--- config.mk ---
export PLATFORM = sky130hd
export DESIGN_NAME = credit_link_top
export DESIGN_NICKNAME = d
export VERILOG_FILES = /design/src/verilog/credit_link_pkg.sv /design/src/verilog/credit_counter.sv /design/src/verilog/credit_link_top.sv /design/src/verilog/credit_receiver_fifo.sv /design/src/verilog/credit_sender.sv /design/src/verilog/link_delay_line.sv
export SDC_FILE = /design/constraint.sdc
export NUM_CORES = 1
export LEC_CHECK = 0
export BUFFER_PORTS_ARGS = -buffer_cell sky130_fd_sc_hd__clkbuf_2
export CORE_ASPECT_RATIO = 0.7
export CORE_UTILIZATION = 40
export CTS_BUF_LIST = sky130_fd_sc_hd__clkbuf_8 sky130_fd_sc_hd__clkbuf_16
export CTS_CLUSTER_DIAMETER = 100
export CTS_CLUSTER_SIZE = 25
export DETAILED_ROUTE_END_ITERATION = 8
export PLACE_DENSITY_LB_ADDON = 0.15
export SYNTH_ARGS = -nofsm -noshare
export SYNTH_HDL_FRONTEND = slang
export SYNTH_HIERARCHICAL = 1
export SYNTH_SLANG_ARGS = --single-unit
--- constraint.sdc ---
create_clock -name clk -period 1.9 [get_ports clk]
set_input_delay 0.38 -clock clk [delete_from_list [all_inputs] [get_ports clk]]
set_output_delay 0.38 -clock clk [all_outputs]
set_load 0.01 [all_outputs]
--- src/verilog/credit_link_pkg.sv ---
// --------------------------------------
// Credit link shared definitions
// Link sizing, flit payload and credit
// count types used by every stage
// --------------------------------------

package credit_link_pkg;

  // --------------------------------------
  // Link sizing
  // --------------------------------------

  // Payload bits carried by one flit
  localparam int DataWidth = 16;

  // Receiver buffer depth, also the initial and maximum credit pool
  localparam int MaxCredits = 4;

  // Register stages in each direction of the link
  localparam int LinkLatency = 2;

  // Enough bits to hold 0 through MaxCredits inclusive
  localparam int CreditWidth = $clog2(MaxCredits + 1);

  // Index into the receiver buffer
  localparam int PtrWidth = (MaxCredits > 1) ? $clog2(MaxCredits) : 1;

  // --------------------------------------
  // Types
  // --------------------------------------

  // One flit payload
  typedef logic [DataWidth-1:0] flit_t;

  // Credit count, sender pool or buffer occupancy
  typedef logic [CreditWidth-1:0] credit_t;

  // Receiver buffer slot index
  typedef logic [PtrWidth-1:0] ptr_t;

endpackage : credit_link_pkg

--- src/verilog/credit_counter.sv ---
// --------------------------------------
// Credit counter
// Pool register that adds returned credits
// and subtracts spent ones in one cycle,
// with a look-ahead copy of the next value
// --------------------------------------

`timescale 1ns/1ps

module credit_counter
  import credit_link_pkg::*;
(
  input  logic    clk,
  input  logic    rst_n,
  // One credit comes back to the pool
  input  logic    incr,
  // One credit is spent
  input  logic    decr,
  // Current pool
  output credit_t value,
  // Pool after this cycle's changes
  output credit_t value_next
);

  // --------------------------------------
  // Next value
  // --------------------------------------

  // Incr and decr together cancel out
  always_comb begin
    value_next = value;
    if (incr) begin
      value_next = value_next + credit_t'(1);
    end
    if (decr) begin
      value_next = value_next - credit_t'(1);
    end
  end

  // --------------------------------------
  // Pool register
  // --------------------------------------

  // Full pool out of reset, matching an empty receiver buffer
  always_ff @(posedge clk) begin
    if (!rst_n) begin
      value <= credit_t'(MaxCredits);
    end else begin
      value <= value_next;
    end
  end

endmodule : credit_counter

--- src/verilog/credit_link_top.sv ---
// --------------------------------------
// Credit link top
// Sender, link pipeline and receiver
// buffer chained into one flit link
// --------------------------------------

`timescale 1ns/1ps

module credit_link_top
  import credit_link_pkg::*;
(
  input  logic    clk,
  input  logic    rst_n,
  // Source side
  input  logic    in_valid,
  output logic    in_ready,
  input  flit_t   in_flit,
  // Sink side
  output logic    out_valid,
  input  logic    out_ready,
  output flit_t   out_flit,
  // Sender pool
  output credit_t credits_available
);

  // Forward link
  logic  tx_flit_valid;
  flit_t tx_flit;
  logic  rx_flit_valid;
  flit_t rx_flit;

  // Backward link
  logic  credit_return;
  logic  credit_arrive;

  credit_sender credit_sender_i (
    .clk               (clk),
    .rst_n             (rst_n),
    .in_valid          (in_valid),
    .in_ready          (in_ready),
    .in_flit           (in_flit),
    .credit_arrive     (credit_arrive),
    .tx_flit_valid     (tx_flit_valid),
    .tx_flit           (tx_flit),
    .credits_available (credits_available)
  );

  link_delay_line link_delay_line_i (
    .clk           (clk),
    .rst_n         (rst_n),
    .tx_flit_valid (tx_flit_valid),
    .tx_flit       (tx_flit),
    .rx_flit_valid (rx_flit_valid),
    .rx_flit       (rx_flit),
    .credit_return (credit_return),
    .credit_arrive (credit_arrive)
  );

  credit_receiver_fifo credit_receiver_fifo_i (
    .clk           (clk),
    .rst_n         (rst_n),
    .rx_flit_valid (rx_flit_valid),
    .rx_flit       (rx_flit),
    .out_valid     (out_valid),
    .out_ready     (out_ready),
    .out_flit      (out_flit),
    .credit_return (credit_return)
  );

endmodule : credit_link_top

--- src/verilog/credit_receiver_fifo.sv ---
// --------------------------------------
// Credit receiver FIFO
// Buffers link flits for the sink and
// returns one credit for every pop
// --------------------------------------

`timescale 1ns/1ps

module credit_receiver_fifo
  import credit_link_pkg::*;
(
  input  logic  clk,
  input  logic  rst_n,
  // Arriving flits, no back-pressure
  input  logic  rx_flit_valid,
  input  flit_t rx_flit,
  // Sink handshake
  output logic  out_valid,
  input  logic  out_ready,
  output flit_t out_flit,
  // One credit back per freed slot
  output logic  credit_return
);

  flit_t   mem [MaxCredits];
  ptr_t    wr_ptr;
  ptr_t    rd_ptr;
  credit_t count;
  logic    push;
  logic    pop;

  // Step a pointer around the ring
  function automatic ptr_t ptr_inc(input ptr_t ptr);
    if (ptr == ptr_t'(MaxCredits - 1)) begin
      return '0;
    end
    return ptr + ptr_t'(1);
  endfunction

  // A held credit guarantees a free slot for every push
  assign push = rx_flit_valid;
  assign pop  = out_valid && out_ready;

  // --------------------------------------
  // Storage
  // --------------------------------------

  always_ff @(posedge clk) begin
    if (push) begin
      mem[wr_ptr] <= rx_flit;
    end
  end

  // Oldest entry faces the sink
  assign out_flit  = mem[rd_ptr];
  assign out_valid = (count != '0);

  // --------------------------------------
  // Pointers, occupancy and credit pulse
  // --------------------------------------

  always_ff @(posedge clk) begin
    if (!rst_n) begin
      wr_ptr        <= '0;
      rd_ptr        <= '0;
      count         <= '0;
      credit_return <= 1'b0;
    end else begin
      if (push) begin
        wr_ptr <= ptr_inc(wr_ptr);
      end
      if (pop) begin
        rd_ptr <= ptr_inc(rd_ptr);
      end
      // Push and pop together keep the count
      if (push && !pop) begin
        count <= count + credit_t'(1);
      end else if (pop && !push) begin
        count <= count - credit_t'(1);
      end
      // Credit leaves the cycle after the slot frees
      credit_return <= pop;
    end
  end

endmodule : credit_receiver_fifo

--- src/verilog/credit_sender.sv ---
// --------------------------------------
// Credit sender
// Accepts source flits only while a credit
// is held and launches them onto the link
// --------------------------------------

`timescale 1ns/1ps

module credit_sender
  import credit_link_pkg::*;
(
  input  logic    clk,
  input  logic    rst_n,
  // Source handshake
  input  logic    in_valid,
  output logic    in_ready,
  input  flit_t   in_flit,
  // Credit pulse from the link
  input  logic    credit_arrive,
  // Forward link, valid only
  output logic    tx_flit_valid,
  output flit_t   tx_flit,
  // Current pool for status
  output credit_t credits_available
);

  logic    accept;
  credit_t pool_next;
  logic    ready_q;

  // Handshake completes this cycle
  assign accept = in_valid && in_ready;

  // Pool spends on accept, refills on each arriving credit
  credit_counter credit_counter_i (
    .clk        (clk),
    .rst_n      (rst_n),
    .incr       (credit_arrive),
    .decr       (accept),
    .value      (credits_available),
    .value_next (pool_next)
  );

  // Ready comes straight from a flop
  // Tracks value != 0 one edge ahead via the look-ahead output
  always_ff @(posedge clk) begin
    if (!rst_n) begin
      ready_q <= 1'b1;
    end else begin
      ready_q <= (pool_next != '0);
    end
  end

  assign in_ready = ready_q;

  // Launch in the accepting cycle
  assign tx_flit_valid = accept;
  assign tx_flit       = in_flit;

endmodule : credit_sender

--- src/verilog/link_delay_line.sv ---
// --------------------------------------
// Link delay line
// Fixed-latency model of the long wire,
// flits forward and credits backward
// --------------------------------------

`timescale 1ns/1ps

module link_delay_line
  import credit_link_pkg::*;
(
  input  logic  clk,
  input  logic  rst_n,
  // Forward direction
  input  logic  tx_flit_valid,
  input  flit_t tx_flit,
  output logic  rx_flit_valid,
  output flit_t rx_flit,
  // Backward direction
  input  logic  credit_return,
  output logic  credit_arrive
);

  // Stage 0 is nearest the launching side
  logic [LinkLatency-1:0] fwd_valid;
  flit_t                  fwd_flit [LinkLatency];
  logic [LinkLatency-1:0] bwd_valid;

  // --------------------------------------
  // Valid pipelines
  // --------------------------------------

  always_ff @(posedge clk) begin
    if (!rst_n) begin
      fwd_valid <= '0;
      bwd_valid <= '0;
    end else begin
      fwd_valid[0] <= tx_flit_valid;
      bwd_valid[0] <= credit_return;
      for (int i = 1; i < LinkLatency; i++) begin
        fwd_valid[i] <= fwd_valid[i-1];
        bwd_valid[i] <= bwd_valid[i-1];
      end
    end
  end

  // Payload moves only behind a valid bit, idle stages hold
  always_ff @(posedge clk) begin
    if (tx_flit_valid) begin
      fwd_flit[0] <= tx_flit;
    end
    for (int i = 1; i < LinkLatency; i++) begin
      if (fwd_valid[i-1]) begin
        fwd_flit[i] <= fwd_flit[i-1];
      end
    end
  end

  // Far end of each pipeline
  assign rx_flit_valid = fwd_valid[LinkLatency-1];
  assign rx_flit       = fwd_flit[LinkLatency-1];
  assign credit_arrive = bwd_valid[LinkLatency-1];

endmodule : link_delay_line
Word level (Yosys, flattened, before mapping) --
Memory sizes are Yosys's and may differ from the RTL's. A register that Yosys moved wholly into a read port is not among the register bits. Index checks and enable logic that the tools add are counted. Widths: inputs -> output; s select.
Cells by class: add/subtract/negate cells 6, eq/ne operators 2, multiplexer cells 22, reductions and logical operators 9
Operators by type and width (count):
- $mux 1 | 12
- $mux 2 | 6
- $mux 3 | 4
- $add 3x1->3 const B | 2
- $reduce_bool 3->1 | 2
- $sub 3x1->3 const B | 2
- $add 2x1->2 const B | 2
- $eq 2x2->1 const B | 2
- $logic_and 1x1->1 | 4
- $logic_not 1->1 | 2
- $reduce_bool 2->1 | 1
Word-level totals: bits in registers 16, RAM bits 96, input bits 20, output and inout port bits 21, logic and storage cells 49, memories 2
Memories:
- credit_receiver_fifo_i.mem | words 4, bits a word 16, read ports 1, clocked after Yosys merged registers in 1, wr ports 1, RTL line credit_receiver_fifo.sv:25 | flit_t mem [MaxCredits];
- link_delay_line_i.fwd_flit | words 2, bits a word 16, read ports 2, clocked after Yosys merged registers in 0, wr ports 2, RTL line link_delay_line.sv:26 | flit_t fwd_flit [LinkLatency];

Depth between registers and ports, before layout --
depth in word-level cells 7, gate-level depth with buffers 7, mapped depth without buffers 7

Hierarchy --
The synthesis kept the hierarchy.
By module, submodules not included:
- credit_receiver_fifo | times used 1, cells an instance 131, area an instance 2815.2 sq um, sequential area each 2122.0 sq um
- link_delay_line | times used 1, cells an instance 56, area an instance 1186.1 sq um, sequential area each 1041.0 sq um
- credit_counter | times used 1, cells an instance 18, area an instance 206.4 sq um, sequential area each 60.1 sq um
- credit_sender | times used 1, cells an instance 19, area an instance 156.4 sq um, sequential area each 20.0 sq um

Worst setup path before layout --
Ideal clock, no wire load.
kind reg2reg, start point reg credit_receiver_fifo_i.count[1], end point reg credit_receiver_fifo_i.count[2], arrival time 1.917 ns, required time 1.830 ns, path slack -0.087 ns, cell stages (with the launch flop) 8, buffers on the path 0, period minus slack after synthesis 1.987 ns, path through dfxtp_1 o31ai_2 ha_1 inv_1 fa_1 xor2_1 or3_1 a21oi_1
Between the ends: word-level cells in the longest chain between the ends 5
Ends and longest elaborated chain:
- from (decl) | RTL line credit_receiver_fifo.sv:28 | credit_t count;
- from (signal assigned) | RTL line credit_receiver_fifo.sv:77 | count <= count + credit_t'(1);
- from (signal assigned) | RTL line credit_receiver_fifo.sv:79 | count <= count - credit_t'(1);
- branches (longest 5 deep; another with $sub 3x1->3)
Parallel ways; which one is timed is not known. The select of a mux whose other input is x is not followed. A chain may end at the register's enable or synchronous reset.

==> impl_metrics.env <==
export IMPL_fp_dieArea_um2=11300
export IMPL_critPathArrivalTime_ns=1.65
export IMPL_hold_violations=0
export IMPL_diodes=0
export IMPL_dr_pass1_iters=4
export IMPL_p_leak_nw=1.88
export IMPL_period_minus_slack_ns=2.03
export IMPL_port_buffers=40
export IMPL_cts_root_buf="clkbuf_16"
export IMPL_met1_length_um=3090
export IMPL_clk_pin_slew_ns=0.05
export IMPL_cts_tree="built"
export IMPL_max_slew_worst_pin_slew_ns=0.878
export IMPL_cts_hold_buf=0
export IMPL_powerDensity_nw_per_um2=1370
export IMPL_num_vias=1888
export IMPL_dpl_hpwl_um=3970
export IMPL_grt_max_degree=17
export IMPL_register_area_um2=3250
export IMPL_grt_overflow=0
export IMPL_place_congestion=0.747
export IMPL_rows=31
export IMPL_violations="negative setup slack"
export IMPL_drcViolationCount=0
export IMPL_die_w_um=127
export IMPL_vdd_drop_max_v=0.000703
export IMPL_fillCellCount=893
export IMPL_critPathLaunchType="flop"
export IMPL_yosys_warnings=6
export IMPL_initial_core_util_pct=41.7
export IMPL_clk_insertion_delay_late_ns=0.40
export IMPL_vias_per_cell=4.65
export IMPL_syn_area_um2=4360
export IMPL_clk_path_buf_depth=2
export IMPL_synthCells=224
export IMPL_final_nets=293
export IMPL_drt_total_wl_um=6350
export IMPL_timing_rr_end="credit_receiver_fifo_i/count[2]$_SDFFE_PN0P_"
export IMPL_min_delay_path_depth=1
export IMPL_drive_gt1_share_pct=38.3
export IMPL_yosys_area_top_type_share_pct=66.1
export IMPL_grt_pass1_wl_um=10000
export IMPL_cts_sinks=114
export IMPL_slew_headroom_pct=41.5
export IMPL_maxCapViolations=0
export IMPL_drtAntennaViolNets=0
export IMPL_fin_worst_skew_ns=0.00867
export IMPL_critPathMaxFanout=8
export IMPL_fin_ws_ns=-0.130
export IMPL_antenna_found_initial=0
export IMPL_postSynthAreaPerCell_um2=19.5
export IMPL_reg2reg_depth=7
export IMPL_wl_met3_um=322
export IMPL_status="complete, but fails checks"
export IMPL_period_share_pct=107
export IMPL_cts_buffers=17
export IMPL_worstPathCellList="buf_12, buf_12, mux4_2, clkbuf_2"
export IMPL_post_drt_wl_per_cell_um=15.7
export IMPL_finalSetupViolations=16
export IMPL_critPathKind="flop to output port"
export IMPL_highest_layer="met4"
export IMPL_slowest_stage="mux4_2"
export IMPL_endpoint_kind="output port"
export IMPL_multi_input_area_um2=837
export IMPL_maxClockFrequency_mhz=493
export IMPL_max_stage_delay_ns=0.47
export IMPL_ys_seq_area_share_pct=74.3
export IMPL_first_iter_violations=116
export IMPL_h_tree_depth=4
export IMPL_syn_nets=253
export IMPL_die_h_um=89.4
export IMPL_yosysTopAreaCell="edfxtp_1"
export IMPL_ys_ff_latch=114
export IMPL_min_to="link_delay_line_i/fwd_flit[0][9]$_DFFE_PP_"
export IMPL_critical_path_required_ns=1.52
export IMPL_area_delta_synth_final_pct=18.7
export IMPL_pin_count=41
export IMPL_r2r_start="credit_receiver_fifo_i/count[1]$_SDFFE_PN0P_"
export IMPL_design_core_area_um2=10500
export IMPL_r2r_slack_ns=0.05
export IMPL_grt_pass1_vias=1915
export IMPL_tns_ns=-1.30
export IMPL_placed_cell_area_um2=4580
export IMPL_yosysUniqueCellTypes=25
export IMPL_grt_use_total_pct=13.0
export IMPL_wl_met2_um=2850
export IMPL_finalMaxSlewViolations=0
export IMPL_design_area_um2=5180
export IMPL_cp_common_cell="buf_12"
export IMPL_synth_area_top_cells="edfxtp_1 66%, dfxtp_1 8.3%, buf_4 5.5%"
export IMPL_grt_setup_unrepaired="true"
export IMPL_worst_hold_path_type="primary input to flop"
export IMPL_worstHoldStart="in_flit[9]"
[cell type report]
| cell class | count | area share [%] |
|---|---|---|
| sequential | 114 | 62.7 |
| tap | 132 | 3.19 |
| multi-input combinational | 70 | 16.2 |
| timing repair buffer | 57 | 7.44 |
| clock inverter | 12 | 1.98 |
| inverter | 4 | 0.290 |
| clock buffer | 17 | 8.21 |
[logic make-up after synthesis]
family	Yosys count	synth area share, %
flip-flops	114	74.3
buffers and inverters	40	6.79
AND/OR/NAND/NOR	28	3.41
multiplexers	22	10.3
adder cells (fa/ha/maj)	9	2.75
XOR/XNOR	6	1.72
AO/OA/AOI/OAI	5	0.745
[layout by cell type (no fill, tap or decap), types with 6 or more instances in the layout]
cell type	synthesis	final
mux4_2	10	12
clkbuf_2	0	40
dfxtp_1	18	15
ha_1	8	6
edfxtp_1	96	96
and2_1	11	10
clkbuf_16	0	17
buf_4	32	13
inv_1	4	6
nor2_1	6	6
[report_power, final]
group	internal, W	switching [W]	total (W)
Sequential	0.00294	0.000134	0.00308
Clock	0.00186	0.000967	0.00283
Combinational	0.000677	0.000536	0.00121
Total	0.00548	0.00164	0.00712
[through the flow]
stage          power, W  util [%]  hold slack (ns)  std cells  worst slack (ns)
6_report        0.00712      49.5            0.160        406            -0.130
4_1_cts         0.00719      49.3            0.141        405            -0.163
2_1_floorplan   0.00389         -            0.400        224          -0.00255
3_5_place_dp    0.00423      43.8            0.405        373           -0.0288
5_1_grt         0.00743      49.5            0.138        406            -0.201
3_3_place_gp    0.00422      43.8            0.401        373            0.0322
[critical path, delay by kind of cell, from the launching register on]
kind | cells | cell delay (ns)
buf+inv | 3 | 0.39
mux | 1 | 0.47
flops | 1 | 0.39
[metal layers]
metal	up-vias	track usage (%)
met2	41	19.3
met5	-	0
met1	931	16.3
met4	0	8.44
li1	905	-
met3	11	4.67
[synth_stat cells]
cell type	count
mux4_2	10
xnor2_2	3
ha_1	8
buf_6	1
nand3_1	2
or4b_1	1
xnor2_1	1
inv_1	4
a21oi_1	2
nor2_1	6
buf_2	2
buf_12	1
buf_4	32
o31ai_2	1
edfxtp_1	96
nand2_1	5
dfxtp_1	18
mux4_1	6
o21ai_0	2
xor2_1	2
or3_1	3
fa_1	1
mux2i_1	5
mux2_4	1
and2_1	11
[sequential cells by signal (all words and copies together) (netlist names), named ones only]
name	cells
credit_receiver_fifo_i/mem	64
link_delay_line_i/fwd_flit	32
credit_receiver_fifo_i/rd_ptr	2
credit_sender_i/credit_counter_i/value	3
link_delay_line_i/fwd_valid	2
credit_receiver_fifo_i/credit_return	1
credit_receiver_fifo_i/wr_ptr	2
credit_receiver_fifo_i/count	3
link_delay_line_i/bwd_valid	2
credit_sender_i/in_ready	1
[what timing repair did]
item,in CTS,in global routing
pin swaps,3,2
buffers inserted,2,1
cloned,1,0
resized for setup,7,2
endpoints found under the setup margin,17,18
[how the worst max path moves through the flow]
stage                                                   end                                         start  cells past startpoint
4_1_cts                                         out_flit[2]                                          flop                      4
6_report                                        out_flit[7]                                          flop                      4
5_1_grt                                         out_flit[7]                                          flop                      4
3_3_place_gp   credit_receiver_fifo_i/count[2]$_SDFFE_PN0P_  credit_receiver_fifo_i/count[2]$_SDFFE_PN0P_                      7
3_5_place_dp   credit_receiver_fifo_i/count[2]$_SDFFE_PN0P_  credit_receiver_fifo_i/count[2]$_SDFFE_PN0P_                      7
2_1_floorplan  credit_receiver_fifo_i/count[2]$_SDFFE_PN0P_  credit_receiver_fifo_i/count[2]$_SDFFE_PN0P_                      7
Power figures use the tool's default switching activity.
